==> config.mk <==
export PLATFORM = sky130hd
export DESIGN_NAME = stm_segment_select
export DESIGN_NICKNAME = d
export VERILOG_FILES = /design/src/source/stm_pkg.sv /design/src/source/stm_segment_select.sv
export SDC_FILE = /design/constraint.sdc
export NUM_CORES = 1
export LEC_CHECK = 0
export BUFFER_PORTS_ARGS = -buffer_cell sky130_fd_sc_hd__buf_2
export CORE_AREA = 4 4 41 43
export CTS_CLUSTER_DIAMETER = 30
export DETAILED_ROUTE_END_ITERATION = 10
export DIE_AREA = 0 0 45 47
export SETUP_SLACK_MARGIN = 0.15
export SYNTH_ARGS = -nofsm -noshare
export SYNTH_HDL_FRONTEND = slang
export SYNTH_SLANG_ARGS = --single-unit
==> constraint.sdc <==
create_clock -name CLK -period 1 [get_ports CLK]
set_input_delay 0.15 -clock CLK [delete_from_list [all_inputs] [get_ports CLK]]
set_output_delay 0.15 -clock CLK [all_outputs]
set_load 0.005 [all_outputs]
==> src/source/stm_pkg.sv <==
`default_nettype none

package stm_pkg;

  localparam int NumSegment = 2;

  typedef logic [$clog2(NumSegment)-1:0] seg_t;
  typedef logic [12:0] idx_t;
  typedef logic [12:0] cycle_t; // period is this value plus one.
  typedef logic [15:0] freq_div_t; // coarse ticks per sample.
  typedef logic [2:0] reg_addr_t;

  typedef struct packed {
    logic      en;
    reg_addr_t addr;
    logic [15:0] data;
  } host_wr_t;

  typedef struct packed {
    cycle_t    cycle;
    freq_div_t freq_div;
  } stm_setting_t;

  localparam stm_setting_t DefaultSetting = '{cycle: '0, freq_div: 16'd1};

  localparam reg_addr_t AddrCycle0 = 3'd0;
  localparam reg_addr_t AddrFreqDiv0 = 3'd1;
  localparam reg_addr_t AddrCycle1 = 3'd2;
  localparam reg_addr_t AddrFreqDiv1 = 3'd3;
  localparam reg_addr_t AddrSegReq = 3'd4;
  localparam reg_addr_t AddrCommit = 3'd5; // data is ignored.

  localparam reg_addr_t CycleAddr [NumSegment] = '{AddrCycle0, AddrCycle1};
  localparam reg_addr_t FreqDivAddr [NumSegment] = '{AddrFreqDiv0, AddrFreqDiv1};

endpackage

`default_nettype wire

==> src/source/stm_segment_select.sv <==
`timescale 1ns/1ps
`default_nettype none

module stm_segment_select (
  input  wire                 CLK,
  input  wire                 rst,
  input  wire stm_pkg::seg_t  seg_req,
  input  wire                 update_done,
  input  wire stm_pkg::idx_t  idx_all [stm_pkg::NumSegment],
  output stm_pkg::idx_t       idx,
  output stm_pkg::seg_t       segment
);

  // switching only with the done pulse keeps the segment and its settings in step.
  always_ff @(posedge CLK) begin
    if (rst) begin
      segment <= '0;
    end else if (update_done) begin
      segment <= seg_req;
    end
  end

  assign idx = idx_all[segment];

endmodule

`default_nettype wire

==> impl_metrics.tcl, run 1 <==
set metrics [dict create \
    synth.top_cells.by_area "mux2_2 (76%), dfxtp_1 (10%), buf_6 (5.9%)" \
    hold_viol 0 \
    min_period_over_period_pct 106 \
    ios 44 \
    ant_nets 0 \
    drc 0 \
    die_w_um 45 \
    synth_flop_cell "dfxtp_1" \
    seqPwrFrac_pct 13.9 \
    placed_cells 74 \
    synth_most_common_cell "mux2_2" \
    p_int_w 0.000250 \
    utilization_pct 47.6 \
    synth_compound_area_share_pct 0 \
    use_met3_pct 0.766 \
    numPortBuffers 43 \
    synth_top_area_share_pct 76.5 \
    combPwrFrac_pct 86.1 \
    start_util_pct 14.7 \
    ys_types 5 \
    top_regs "segment x1" \
    endpoint_kind "output pin" \
    max-vdd-ir-drop_uv 311 \
    grt_use_total_pct 8.83 \
    slew_headroom_pct 91.8 \
    cp_max_fo 6 \
    synth_seq_area_share_pct 10.5 \
    synth_largest_area_cell "mux2_2" \
    grt_max_degree 7 \
    synth_xor_area_share_pct 0 \
    required_ns 0.85 \
    status "complete, but fails checks" \
    area_delta_synth_final_pct 224 \
    crit_chain "buf_8 -> mux2_4 -> buf_6" \
    switchingPower_w 0.0000851 \
    drt_iter0_markers 0 \
    tightest_slew_ns 0.119 \
    critPathArrivalTime_ns 0.91 \
    synthesis.instances 17 \
    gp_congestion 0.601 \
    final.setup.tns_ns -0.624 \
    synth_top_cells_by_count "mux2_2 (13), buf_6 (1), dfxtp_1 (1), mux2i_1 (1), nor2_1 (1)" \
    fin_nets 96 \
    rsz0062_at_grt "yes" \
    diodes 0 \
    fmax_ghz 0.945 \
    crit_slowest_cell "dfxtp_4" \
    synthSimpleGateAreaFrac_pct 1.96 \
    cellLeakagePower_nw 0.343 \
    overflow 0 \
    power_density_nw_per_um2 541 \
    whs_ns 0.301 \
    num_vias 329 \
    skew_ns 0 \
    drt-total-wl_mm 1.08 \
    drt_pass1_iterations 1 \
    clkPwrFrac_pct 0 \
    wire_per_inst_um 13.7 \
    grt_pass1_wl_mm 1.44 \
    ys_ff_latch 1 \
    slowest_delay_ns 0.36 \
    synthMuxAreaShare_pct 81.7 \
    final_area_um2 619 \
    synth-adder-area-share_pct 0 \
    cp-start-kind "flop" \
    drive_above_1_share_pct 96.9 \
    setup_viol 13 \
    path_class "flop to output pin" \
    final_cells 79 \
    coreArea_um2 1300 \
    ys_async_sr_fraction_pct 0 \
    grt_pass1_vias 365 \
    cp_num_buf_inv 2 \
    clk_latency_ns 0 \
    busiest_layer "met2" \
    swShare_pct 25.4 \
    use_met2_pct 19.2 \
    largest-register "segment" \
    synth_top_family_by_area "multiplexers" \
    num_rows 13 \
    syn_area_um2 191 \
    avgSynthCellArea_um2 11.3 \
    worst_slack_ns -0.0581 \
    layout_min_cycle_time_ns 1.06 \
    path_clk_slew_ns 0 \
    antenna_found_initial 0 \
    largest_register_ffs 1 \
    fp.dieArea_um2 2120 \
    use_met1_pct 9.48 \
    crit_family "flip-flops" \
    maxCapViolations 0 \
    die_y_um 47 \
    place_area_um2 452 \
    ys_warn_count 0 \
    hold_path_class "primary input to flop" \
    synth-edff-count 0 \
    viasPerCell 4.16 \
    violations "setup timing" \
    synth_fp_nets 47 \
    slew_violations 0 \
]
## per-stage QoR
step / setup WS, ns / power [W]
after floorplan: 0.0345 / 0.000138
after global placement: -0.0977 / 0.000233
after detailed placement: -0.105 / 0.000235
after CTS: -0.0561 / 0.000311
after global routing: -0.0716 / 0.000356
final: -0.0581 / 0.000335
## path summary, 6_finish.rpt
path / from / to / slack [ns] / depth (start not counted)
setup / recovery: segment / idx[3] / -0.06 / 3
hold / removal: rst / segment / 0.30 / 2
setup reg to reg: segment / segment / 0 / 5
hold reg to reg: segment / segment / 0.85 / 5
## power groups by stage
stage                     sequential, W  combinational [W]  clock (W)
after floorplan               0.0000469          0.0000912          0
after global placement        0.0000562           0.000177          0
after detailed placement      0.0000565           0.000178          0
after CTS                     0.0000454           0.000266          0
after global routing          0.0000469           0.000309          0
final                         0.0000465           0.000289          0
## repair_timing
item	in CTS	in global routing
setup buffers	4	1
hold buffers	0	0
gates resized for setup	15	7
endpoints found under the setup margin	13	15
cloned	0	0
pin swaps	1	1
## cells by family (layout without fill, tap and decap cells)
kind of cell | count (synthesis) | count (layout)
mux | 14 | 14
flops | 1 | 1
simple gates | 1 | 1
buf+inv | 1 | 48
## cell type report
type | count | area (um2)
Fill cell | 122 | 682
Multi-Input combinational cell | 15 | 209
Sequential cell | 1 | 23.8
Tap cell | 15 | 18.8
Timing Repair Buffer | 48 | 368
## routing by layer
| metal | part of all wire, % | up-vias | wire (um) |
|---|---|---|---|
| li1 | - | 158 | - |
| met1 | 30 | 145 | 323 |
| met2 | 58 | 26 | 633 |
| met3 | 12 | 0 | 126 |
| met4 | 0 | 0 | 0 |
| met5 | 0 | - | 0 |
## cell usage in the layout, fill, tap and decap left out
master / Yosys / layout
buf_2: 0 / 29
buf_6: 1 / 16
mux2_4: 0 / 13
mux2i_1: 1 / 1
nor2_1: 1 / 1
buf_12: 0 / 1
buf_4: 0 / 1
dfxtp_4: 0 / 1
buf_8: 0 / 1
Power figures use the tool's default switching activity.
==> inputs of run 2 (changes only) <==
Settings changed: CORE_AREA 4 4 41 43 to 2 2 39 41, DIE_AREA 0 0 45 47 to 0 0 41 43, SKIP_LAST_GASP set to 1.
==> impl_metrics.tcl, run 2 (synthesis results as in run 1) <==
set metrics [dict create \
    status "complete, but fails checks" \
    violations "setup timing" \
    num_rows 14 \
    antenna_found_initial 0 \
    maxCapViolations 0 \
    grt_pass1_wl_mm 1.20 \
    placed_cells 76 \
    path_clk_slew_ns 0 \
    layout_min_cycle_time_ns 1.08 \
    tightest_slew_ns 0.114 \
    wire_per_inst_um 12.9 \
    grt_max_degree 8 \
    drt_iter0_markers 0 \
    largest-register "segment" \
    final_area_um2 608 \
    slew_violations 0 \
    numPortBuffers 43 \
    clk_latency_ns 0 \
    hold_path_class "primary input to flop" \
    overflow 0 \
    start_util_pct 13.8 \
    die_y_um 43 \
    dp.final_hpwl_um 768 \
    place_area_um2 460 \
    final_cells 81 \
    grt_use_total_pct 9.81 \
    min_period_over_period_pct 108 \
    num_vias 343 \
    worst_slack_ns -0.0785 \
    cellLeakagePower_nw 0.342 \
    endpoint_kind "output pin" \
    hold_buffers 0 \
    drc 0 \
    rsz0062_at_grt "yes" \
    slew_headroom_pct 92.2 \
    hold_viol 0 \
    wl_met3_um 255 \
    fp.dieArea_um2 1760 \
    power_density_nw_per_um2 534 \
    fin_nets 97 \
    top_regs "segment x1" \
    reg2reg_slack_ns -0.02 \
    whs_ns 0.302 \
    skew_ns 0 \
    cp_max_fo 7 \
    required_ns 0.85 \
    wl_met2_um 518 \
    critPathArrivalTime_ns 0.93 \
    drive_above_1_share_pct 96.9 \
    fmax_ghz 0.927 \
    maxUsedRoutingLayer "met3" \
    die_w_um 41 \
    viasPerCell 4.23 \
    grt_pass1_vias 319 \
    power_w 0.000325 \
    ios 44 \
    final_common_cell "buf_2" \
    drt_pass1_iterations 1 \
    largest_register_ffs 1 \
    diodes 0 \
    area_delta_synth_final_pct 218 \
    ant_nets 0 \
    cp-start-kind "flop" \
    coreArea_um2 1380 \
    gp_congestion 0.605 \
    path_class "flop to output pin" \
    m1WireLength_um 271 \
    drt-total-wl_mm 1.05 \
    mostFrequentLayoutCells "buf_2 (31), mux2_4 (13), buf_6 (12)" \
    max-vdd-ir-drop_uv 235 \
    setup_viol 14 \
    pre_cts_slack_ns -0.0933 \
]
run 2: cell count changes in the layout (fill, tap and decap cells not counted):
cell   delta
buf_2     +2
buf_6     -4
buf_4     +3
run 2: layer usage:
metal  vias to the layer above  track usage (%)
met3                         0             2.09
met2                        44             22.5
met5                         -                0
met1                       139             7.01
li1                        160                -
met4                         0                0
run 2: final cells by class:
cell class                 count  area, um2
fill                         128        776
sequential                     1       23.8
multi-input combinational     15        209
timing repair buffer          49        355
tap                           16       20.0
run 2: worst paths after layout:
check             startpoint  endpoint  depth (start not counted)
setup / recovery     segment    idx[3]                          3
hold / removal           rst   segment                          2
setup reg to reg     segment   segment                          5
hold reg to reg      segment   segment                          5
run 2: through the flow:
stage	TNS, ns	util (%)
floorplan	0	-
global placement	-0.829	33.3
detailed placement	-0.902	33.3
CTS	-0.722	42.8
global route	-1.09	43.9
finish	-0.803	43.9
run 2: power by group:
group	total [W]	switching, W	internal, W
clock network	0	0	0
logic	0.000278	0.0000773	0.000200
registers	0.0000471	0.00000476	0.0000423
run 2: repair_timing:
| item | 4_1_cts | 5_1_grt |
|---|---|---|
| pin swaps | 0 | 0 |
| setup endpoints to repair | 14 | 15 |
| resized for setup | 15 | 3 |
| buffers inserted | 5 | 0 |
run 2: worst max-delay path: stages, from the launching register on:
cell     delay (ns)
dfxtp_4        0.36
buf_8          0.14
mux2_4         0.31
buf_6          0.12
