### config.mk
export PLATFORM = sky130hd
export DESIGN_NAME = stm_settings_regs
export DESIGN_NICKNAME = d
export VERILOG_FILES = /design/src/source/stm_pkg.sv /design/src/source/stm_settings_regs.sv
export SDC_FILE = /design/constraint.sdc
export NUM_CORES = 1
export LEC_CHECK = 0
export BUFFER_PORTS_ARGS = -buffer_cell sky130_fd_sc_hd__buf_2
export CAP_MARGIN = 30
export CORE_ASPECT_RATIO = 0.9
export CORE_MARGIN = 4
export CORE_UTILIZATION = 53
export DETAILED_ROUTE_END_ITERATION = 7
export PLACE_DENSITY = 0.84
export SKIP_LAST_GASP = 1
export SYNTH_ARGS = -nofsm -noshare
export SYNTH_HDL_FRONTEND = slang
export SYNTH_SLANG_ARGS = --single-unit
### constraint.sdc
create_clock -name CLK -period 2.5 [get_ports CLK]
set_input_delay 0.5 -clock CLK [delete_from_list [all_inputs] [get_ports CLK]]
set_output_delay 0.5 -clock CLK [all_outputs]
set_load 0.03 [all_outputs]
### src/source/stm_pkg.sv
`default_nettype none

package stm_pkg;

  localparam int NumSegment = 2;

  typedef logic [$clog2(NumSegment)-1:0] seg_t;
  typedef logic [12:0] idx_t;
  typedef logic [12:0] cycle_t; // period is this value plus one.
  typedef logic [15:0] freq_div_t; // coarse ticks per sample.
  typedef logic [2:0] reg_addr_t;

  typedef struct packed {
    logic      en;
    reg_addr_t addr;
    logic [15:0] data;
  } host_wr_t;

  typedef struct packed {
    cycle_t    cycle;
    freq_div_t freq_div;
  } stm_setting_t;

  localparam stm_setting_t DefaultSetting = '{cycle: '0, freq_div: 16'd1};

  localparam reg_addr_t AddrCycle0 = 3'd0;
  localparam reg_addr_t AddrFreqDiv0 = 3'd1;
  localparam reg_addr_t AddrCycle1 = 3'd2;
  localparam reg_addr_t AddrFreqDiv1 = 3'd3;
  localparam reg_addr_t AddrSegReq = 3'd4;
  localparam reg_addr_t AddrCommit = 3'd5; // data is ignored.

  localparam reg_addr_t CycleAddr [NumSegment] = '{AddrCycle0, AddrCycle1};
  localparam reg_addr_t FreqDivAddr [NumSegment] = '{AddrFreqDiv0, AddrFreqDiv1};

endpackage

`default_nettype wire

### src/source/stm_settings_regs.sv
`timescale 1ns/1ps
`default_nettype none

module stm_settings_regs (
  input  wire                     CLK,
  input  wire                     rst,
  input  wire stm_pkg::host_wr_t  wr,
  output stm_pkg::stm_setting_t   setting [stm_pkg::NumSegment],
  output stm_pkg::seg_t           seg_req,
  output logic                    update_req
);

  logic commit;

  assign commit = wr.en && (wr.addr == stm_pkg::AddrCommit);

  always_ff @(posedge CLK) begin
    if (rst) begin
      update_req <= 1'b0;
    end else begin
      update_req <= commit; // one cycle pulse per commit write.
    end
  end

  always_ff @(posedge CLK) begin
    if (rst) begin
      for (int i = 0; i < stm_pkg::NumSegment; i++) begin
        setting[i] <= stm_pkg::DefaultSetting;
      end
      seg_req <= '0;
    end else if (wr.en) begin
      for (int i = 0; i < stm_pkg::NumSegment; i++) begin
        if (wr.addr == stm_pkg::CycleAddr[i]) begin
          setting[i].cycle <= wr.data[$bits(stm_pkg::cycle_t)-1:0];
        end
        if (wr.addr == stm_pkg::FreqDivAddr[i]) begin
          setting[i].freq_div <= wr.data;
        end
      end
      if (wr.addr == stm_pkg::AddrSegReq) begin
        seg_req <= wr.data[$bits(stm_pkg::seg_t)-1:0];
      end
    end
  end

endmodule

`default_nettype wire

==> results of run 1 <==
registers in the layout, indices dropped and copies added (netlist names):
signal,flops
seg_req,1
setting,58
update_req,1
layer usage:
layer / vias up / GRT usage [%]
met5: - / 0
met3: 10 / 5.211
met2: 60 / 27.29
li1: 884 / -
met1: 788 / 25.04
met4: 0 / 8.588
per-stage QoR:
stage / util, % / setup WS [ns]
floorplan: - / 0.9665
global placement: 64.20 / 0.6159
detailed placement: 64.20 / 0.5876
CTS: 68.15 / 0.9389
global route: 68.15 / 0.8870
finish: 68.15 / 0.9300
Yosys cell counts:
library cell / number
clkbuf_1: 9
buf_4: 1
mux2i_1: 59
nor2_1: 4
and4bb_2: 1
buf_2: 4
buf_12: 1
nand4b_1: 2
buf_6: 1
nand4bb_1: 1
or4b_1: 1
nor4bb_1: 1
nand2b_1: 73
dfxtp_1: 60
worst max-delay path: cells and delay by family:
family / cells / cell delay (ns)
simple gates: 1 / 0.89
mux: 1 / 0.22
buf+inv: 1 / 0.12
logic make-up (layout without fill, tap and decap cells):
family                 after synthesis  count (layout)  share of synthesized area [%]
buffers and inverters               16             100                          3.830
flip-flops                          60              60                          49.69
multiplexers                        59              59                          24.43
AND/OR/NAND/NOR                     83              83                          22.05
report_power, final:
group	internal [mW]	switching, mW	leakage (nW)
combinational	0.0715	0.105	1.00
clock	0.426	0.344	0.0941
sequential	0.977	0.0108	0.486
worst paths after layout:
kind / startpoint / to / depth (start not counted)
worst max-delay path: wr[18] / setting[50] / 3
worst min-delay path: setting[25] / setting[25] / 2
worst max register to register: setting[29] / setting[29] / 2
worst min register to register: setting[25] / setting[25] / 2
final cells by class:
cell class	count	share of cell area (%)
clock buffer	12	5.468
clock inverter	2	0.3314
multi-input combinational	142	37.20
sequential	60	39.77
tap	62	2.568
timing repair buffer	86	14.66
==> run metrics, run 1 <==
Yosys reg bits=60; initial antenna violation count=0; critical path required time=approximately 2.7 ns; 1st-iter DRT viols=around 100; Netlist cell types=14; WL met3=roughly 360 um; clock latency on the worst-skew pair=~0.32 ns; ANT nets after route=0; Final Wtd Congestion=just over 0.7; vias in the first global route=~1.7k; dpl cell area=between 0.002 and 0.003 mm^2; TritonCTS Sinks=60; GRT Residual Overflow=0; Slew Limit Fails=0; Peak supply drop=between 0.3 and 0.4 mV; Fin Clk Skew=0 ns; startpoint class of the critical path=input pin; largest area contributor in the netlist=dfxtp_1; LEAKAGE=around 1.6 nW; worst-margin pin slew=roughly 0.75 ns; Die ar.=0.005707 mm^2; row count=23; kind of critical path=input pin to flip-flop; Remaining DRCs=0; CTS buffer count=9; Layout Cells excl Fill=~360; Worst-path clk slew=around 0.060 ns; DR vias/cell=between 4 and 5; reg2reg setup slack=about 1.9 ns; Max Fclk=roughly 640 MHz; die boundary height=between 70 and 80 um; largest net degree at the start of global routing=just over 40; NumNets Final=approximately 320; H-tree depth=3; most frequent cells in the layout=buf_2 (81), nand2b_1 (73), dfxtp_1 (60); hold buffers post-CTS=0; largest cells by area after synthesis=dfxtp_1 (50%), mux2i_1 (24%), nand2b_1 (19%); met1 WL=2429 um; DRT Pass-1 Iters=4; Max transition margin=~50%; ant diodes=0; Setup Buffers After CTS=0; cell count after synthesis=about 220; Routed met2 length=2092 um; fin crit period=about 1.6 ns; Hold Slack=around 0.47 ns; share of cells above drive strength 1=around 33%; # fillers=approximately 380; status=complete, no violations; max_cap viols=0; top layer in use=met4; Final Cycle Share=62.80%; drt total wl=4968 um; Syn Nets=between 200 and 250; synth-to-layout area growth=24.95%; Synth top area share=49.69%; via total after detailed routing=around 1.7k; PwrDens=about 640 mW/mm^2; Finished Cell Area=0.003020 mm^2; Initial Util=54.55%; gr usage total=18.45%; Worst path slowest cell=or4b_1; core area=about 0.0044 mm^2; Final setup violation count=0; register area=around 0.0012 mm^2; mapped cell area=between 0.002 and 0.0025 mm^2; commonest non-fill, non-tap cell in the layout=buf_2; area of the multi-input gates=roughly 0.0011 mm^2; Ys Warns=0; setup TNS=0 ns; CTS max path bufs=2; Seq/Total Area, Yosys=approximately half; I/O Pins=82; arrival time at the worst endpoint=around 1.8 ns; DP Cell Count=350; Resize count post-CTS=0; Total Power=between 1.5 and 2 mW; Root Driver=clkbuf_8; Final Hold Fails=0; HPWL after DPL=around 3500 um; first-pass GRT wire length=a little over 8000 um; Die Width=slightly below 80 um; CP peak stage delay=roughly 0.89 ns; # port buffers=slightly above 80; RSZ-0062 raised after global routing=no; wire per inst=13.65 um; mean post-synth cell area=roughly 11 um^2; worst path cell trace=buf_2, or4b_1, mux2i_1; TritonCTS clock tree=built; CP Max Fanout=13; CP Capture Type=flip-flop; Hold Crit Class=flip-flop to flip-flop
Power figures use the tool's default switching activity.
==> run 2: changes to the inputs <==
--- a/config.mk
+++ b/config.mk
@@ -9,9 +9,9 @@
 export CAP_MARGIN = 30
 export CORE_ASPECT_RATIO = 0.9
 export CORE_MARGIN = 4
-export CORE_UTILIZATION = 53
+export CORE_UTILIZATION = 49
 export DETAILED_ROUTE_END_ITERATION = 7
-export PLACE_DENSITY = 0.84
+export PLACE_DENSITY = 0.78
 export SKIP_LAST_GASP = 1
 export SYNTH_ARGS = -nofsm -noshare
 export SYNTH_HDL_FRONTEND = slang
==> constraint.sdc (replaced) <==
create_clock -name CLK -period 1.6 [get_ports CLK]
set_input_delay 0.32 -clock CLK [delete_from_list [all_inputs] [get_ports CLK]]
set_output_delay 0.32 -clock CLK [all_outputs]
set_load 0.03 [all_outputs]
==> run 2 against run 1 <==
Compared with the run above: clock-buffer cell count stayed put; design area is 0.17% lower; register-to-register slack worse by 0.88 ns; critical path depth fell by 2; sequential power increased by 56%; flip-flop and latch count did not move; via count rose by 0.46%; routed wire length increased by 0.68%; non-clock buffer count stayed put; power grew 49%; die area up 7.3%; sequential share of layout area grew 0.066 points.
==> run metrics, run 2 (same netlist as run 1, synthesis figures left out) <==
WHS Endpoint=setting[15]; dpl cell area=between 0.002 and 0.003 mm^2; Max Fclk=roughly 830 MHz; ant diodes=0; CP Capture Type=primary output; WL met3=just under 500 um; Finished Cell Area=just over 0.003 mm^2; Root Driver=clkbuf_8; met1 WL=~2200 um; total stage count of the critical path=1; top layer in use=met4; Remaining DRCs=0; fin util=around 65%; Buffers & Inverters on Critical Path=1; Hold Startpoint=wr[15]; kind of critical path=flip-flop to primary output; max FFs per register=between 50 and 60; Final setup violation count=0; Die ar.=approximately 0.006 mm^2; reg2reg end=setting[29]; setup TNS=0 ns; CP delay by family, top=flip-flops; I/O Pins=between 80 and 90; HPWL after DPL=roughly 3500 um; NumNets Final=321; die boundary height=approximately 75 um; Final Cycle Share=between 70% and 80%; H-tree depth=3; max_cap viols=0; worst path cell trace=buf_2; critical register-to-register path startpoint=setting[29]; most frequent cells in the layout=buf_2 (81), nand2b_1 (73), dfxtp_1 (60); synth-to-layout area growth=24.74%; arrival time at the worst endpoint=around 0.9 ns; status=complete, no violations; hold buffers post-CTS=0; setup slack after layout=between 0.3 and 0.4 ns; hold path cells=3; Fin Clk Skew=0 ns; largest net degree at the start of global routing=roughly 80; Peak supply drop=~0.55 mV; ANT nets after route=0; PwrDens=approximately 960 mW/mm^2; DR vias/cell=~4.8; worst-margin pin slew=0.3907 ns; RSZ-0062 raised after global routing=no; initial antenna violation count=0; CTS max path bufs=2; wire per inst=approximately 14 um; Resize count post-CTS=0; GRT Residual Overflow=0; critical path required time=between 1 and 1.5 ns; Hold Crit Class=input pin to flip-flop; DRT Pass-1 Iters=2; Total Power=about 2.9 mW; CTS buffer count=9; clock latency on the worst-skew pair=around 0.32 ns; top flop regs=setting x58, seg_req x1, update_req x1; pre-CTS setup slack=approximately 0.12 ns; R2R depth=2; Setup Buffers After CTS=0; via total after detailed routing=1750; Worst path slowest cell=dfxtp_1; CP peak stage delay=between 0.3 and 0.4 ns; share of cells above drive strength 1=32.33%; TritonCTS clock tree=built; row count=23; LEAKAGE=~1.6 nW; Max transition margin=between 70% and 80%; # port buffers=just over 80; vias in the first global route=around 1.8k; startpoint class of the critical path=flip-flop; Slew Limit Fails=0; Initial Util=52.50%; Die Width=82.04 um; first-pass GRT wire length=approximately 8100 um; Routed met2 length=approximately 2300 um; reg2reg setup slack=just under 1 ns; CP Max Fanout=2; Final Hold Fails=0; drt total wl=about 5000 um; Largest Register=setting; commonest non-fill, non-tap cell in the layout=buf_2; Final Wtd Congestion=0.6787; core area=between 0.004 and 0.005 mm^2; TritonCTS Sinks=60; fin crit period=1.205 ns; gr usage total=17.90%; Worst-path clk slew=0.06 ns; 1st-iter DRT viols=57
## run 2: changes by cell type in the layout (fill, tap and decap cells not counted), sizes merged
cell    previous run  this run
clkinv             2         0
## run 2: layout make-up
type	instances	area [um^2]
Fill cell	392	1589
Multi-Input combinational cell	142	1124
Tap cell	62	77.57
Timing Repair Buffer	86	467.9
Sequential cell	60	1201
Clock buffer	12	145.1
## run 2: per-stage QoR
step / std cells / hold WS (ns)
CTS: 362 / 0.2658
detailed placement: 350 / 0.4575
floorplan: 218 / 0.4627
finish: 362 / 0.2835
global placement: 350 / 0.4550
global route: 362 / 0.2815
## run 2: worst max-delay path by stage
stage,from,endpoint,slack (ns)
after detailed placement,wr[18],setting[50],0.12
after floorplan,wr[18],setting[48],0.25
after global routing,setting[48],setting[48],0.34
after global placement,wr[18],setting[51],0.15
final,setting[51],setting[51],0.40
after CTS,setting[51],setting[51],0.37
## run 2: power by group
part | switching [mW] | internal, mW
registers | 0.0166 | 1.53
clock network | 0.488 | 0.570
logic | 0.164 | 0.115
## run 2: metal layers
metal | vias up | global-route usage (%)
met5 | - | 0
met4 | 0 | 5.535
met3 | 4 | 9.689
met2 | 61 | 29.60
met1 | 811 | 19.91
li1 | 874 | -
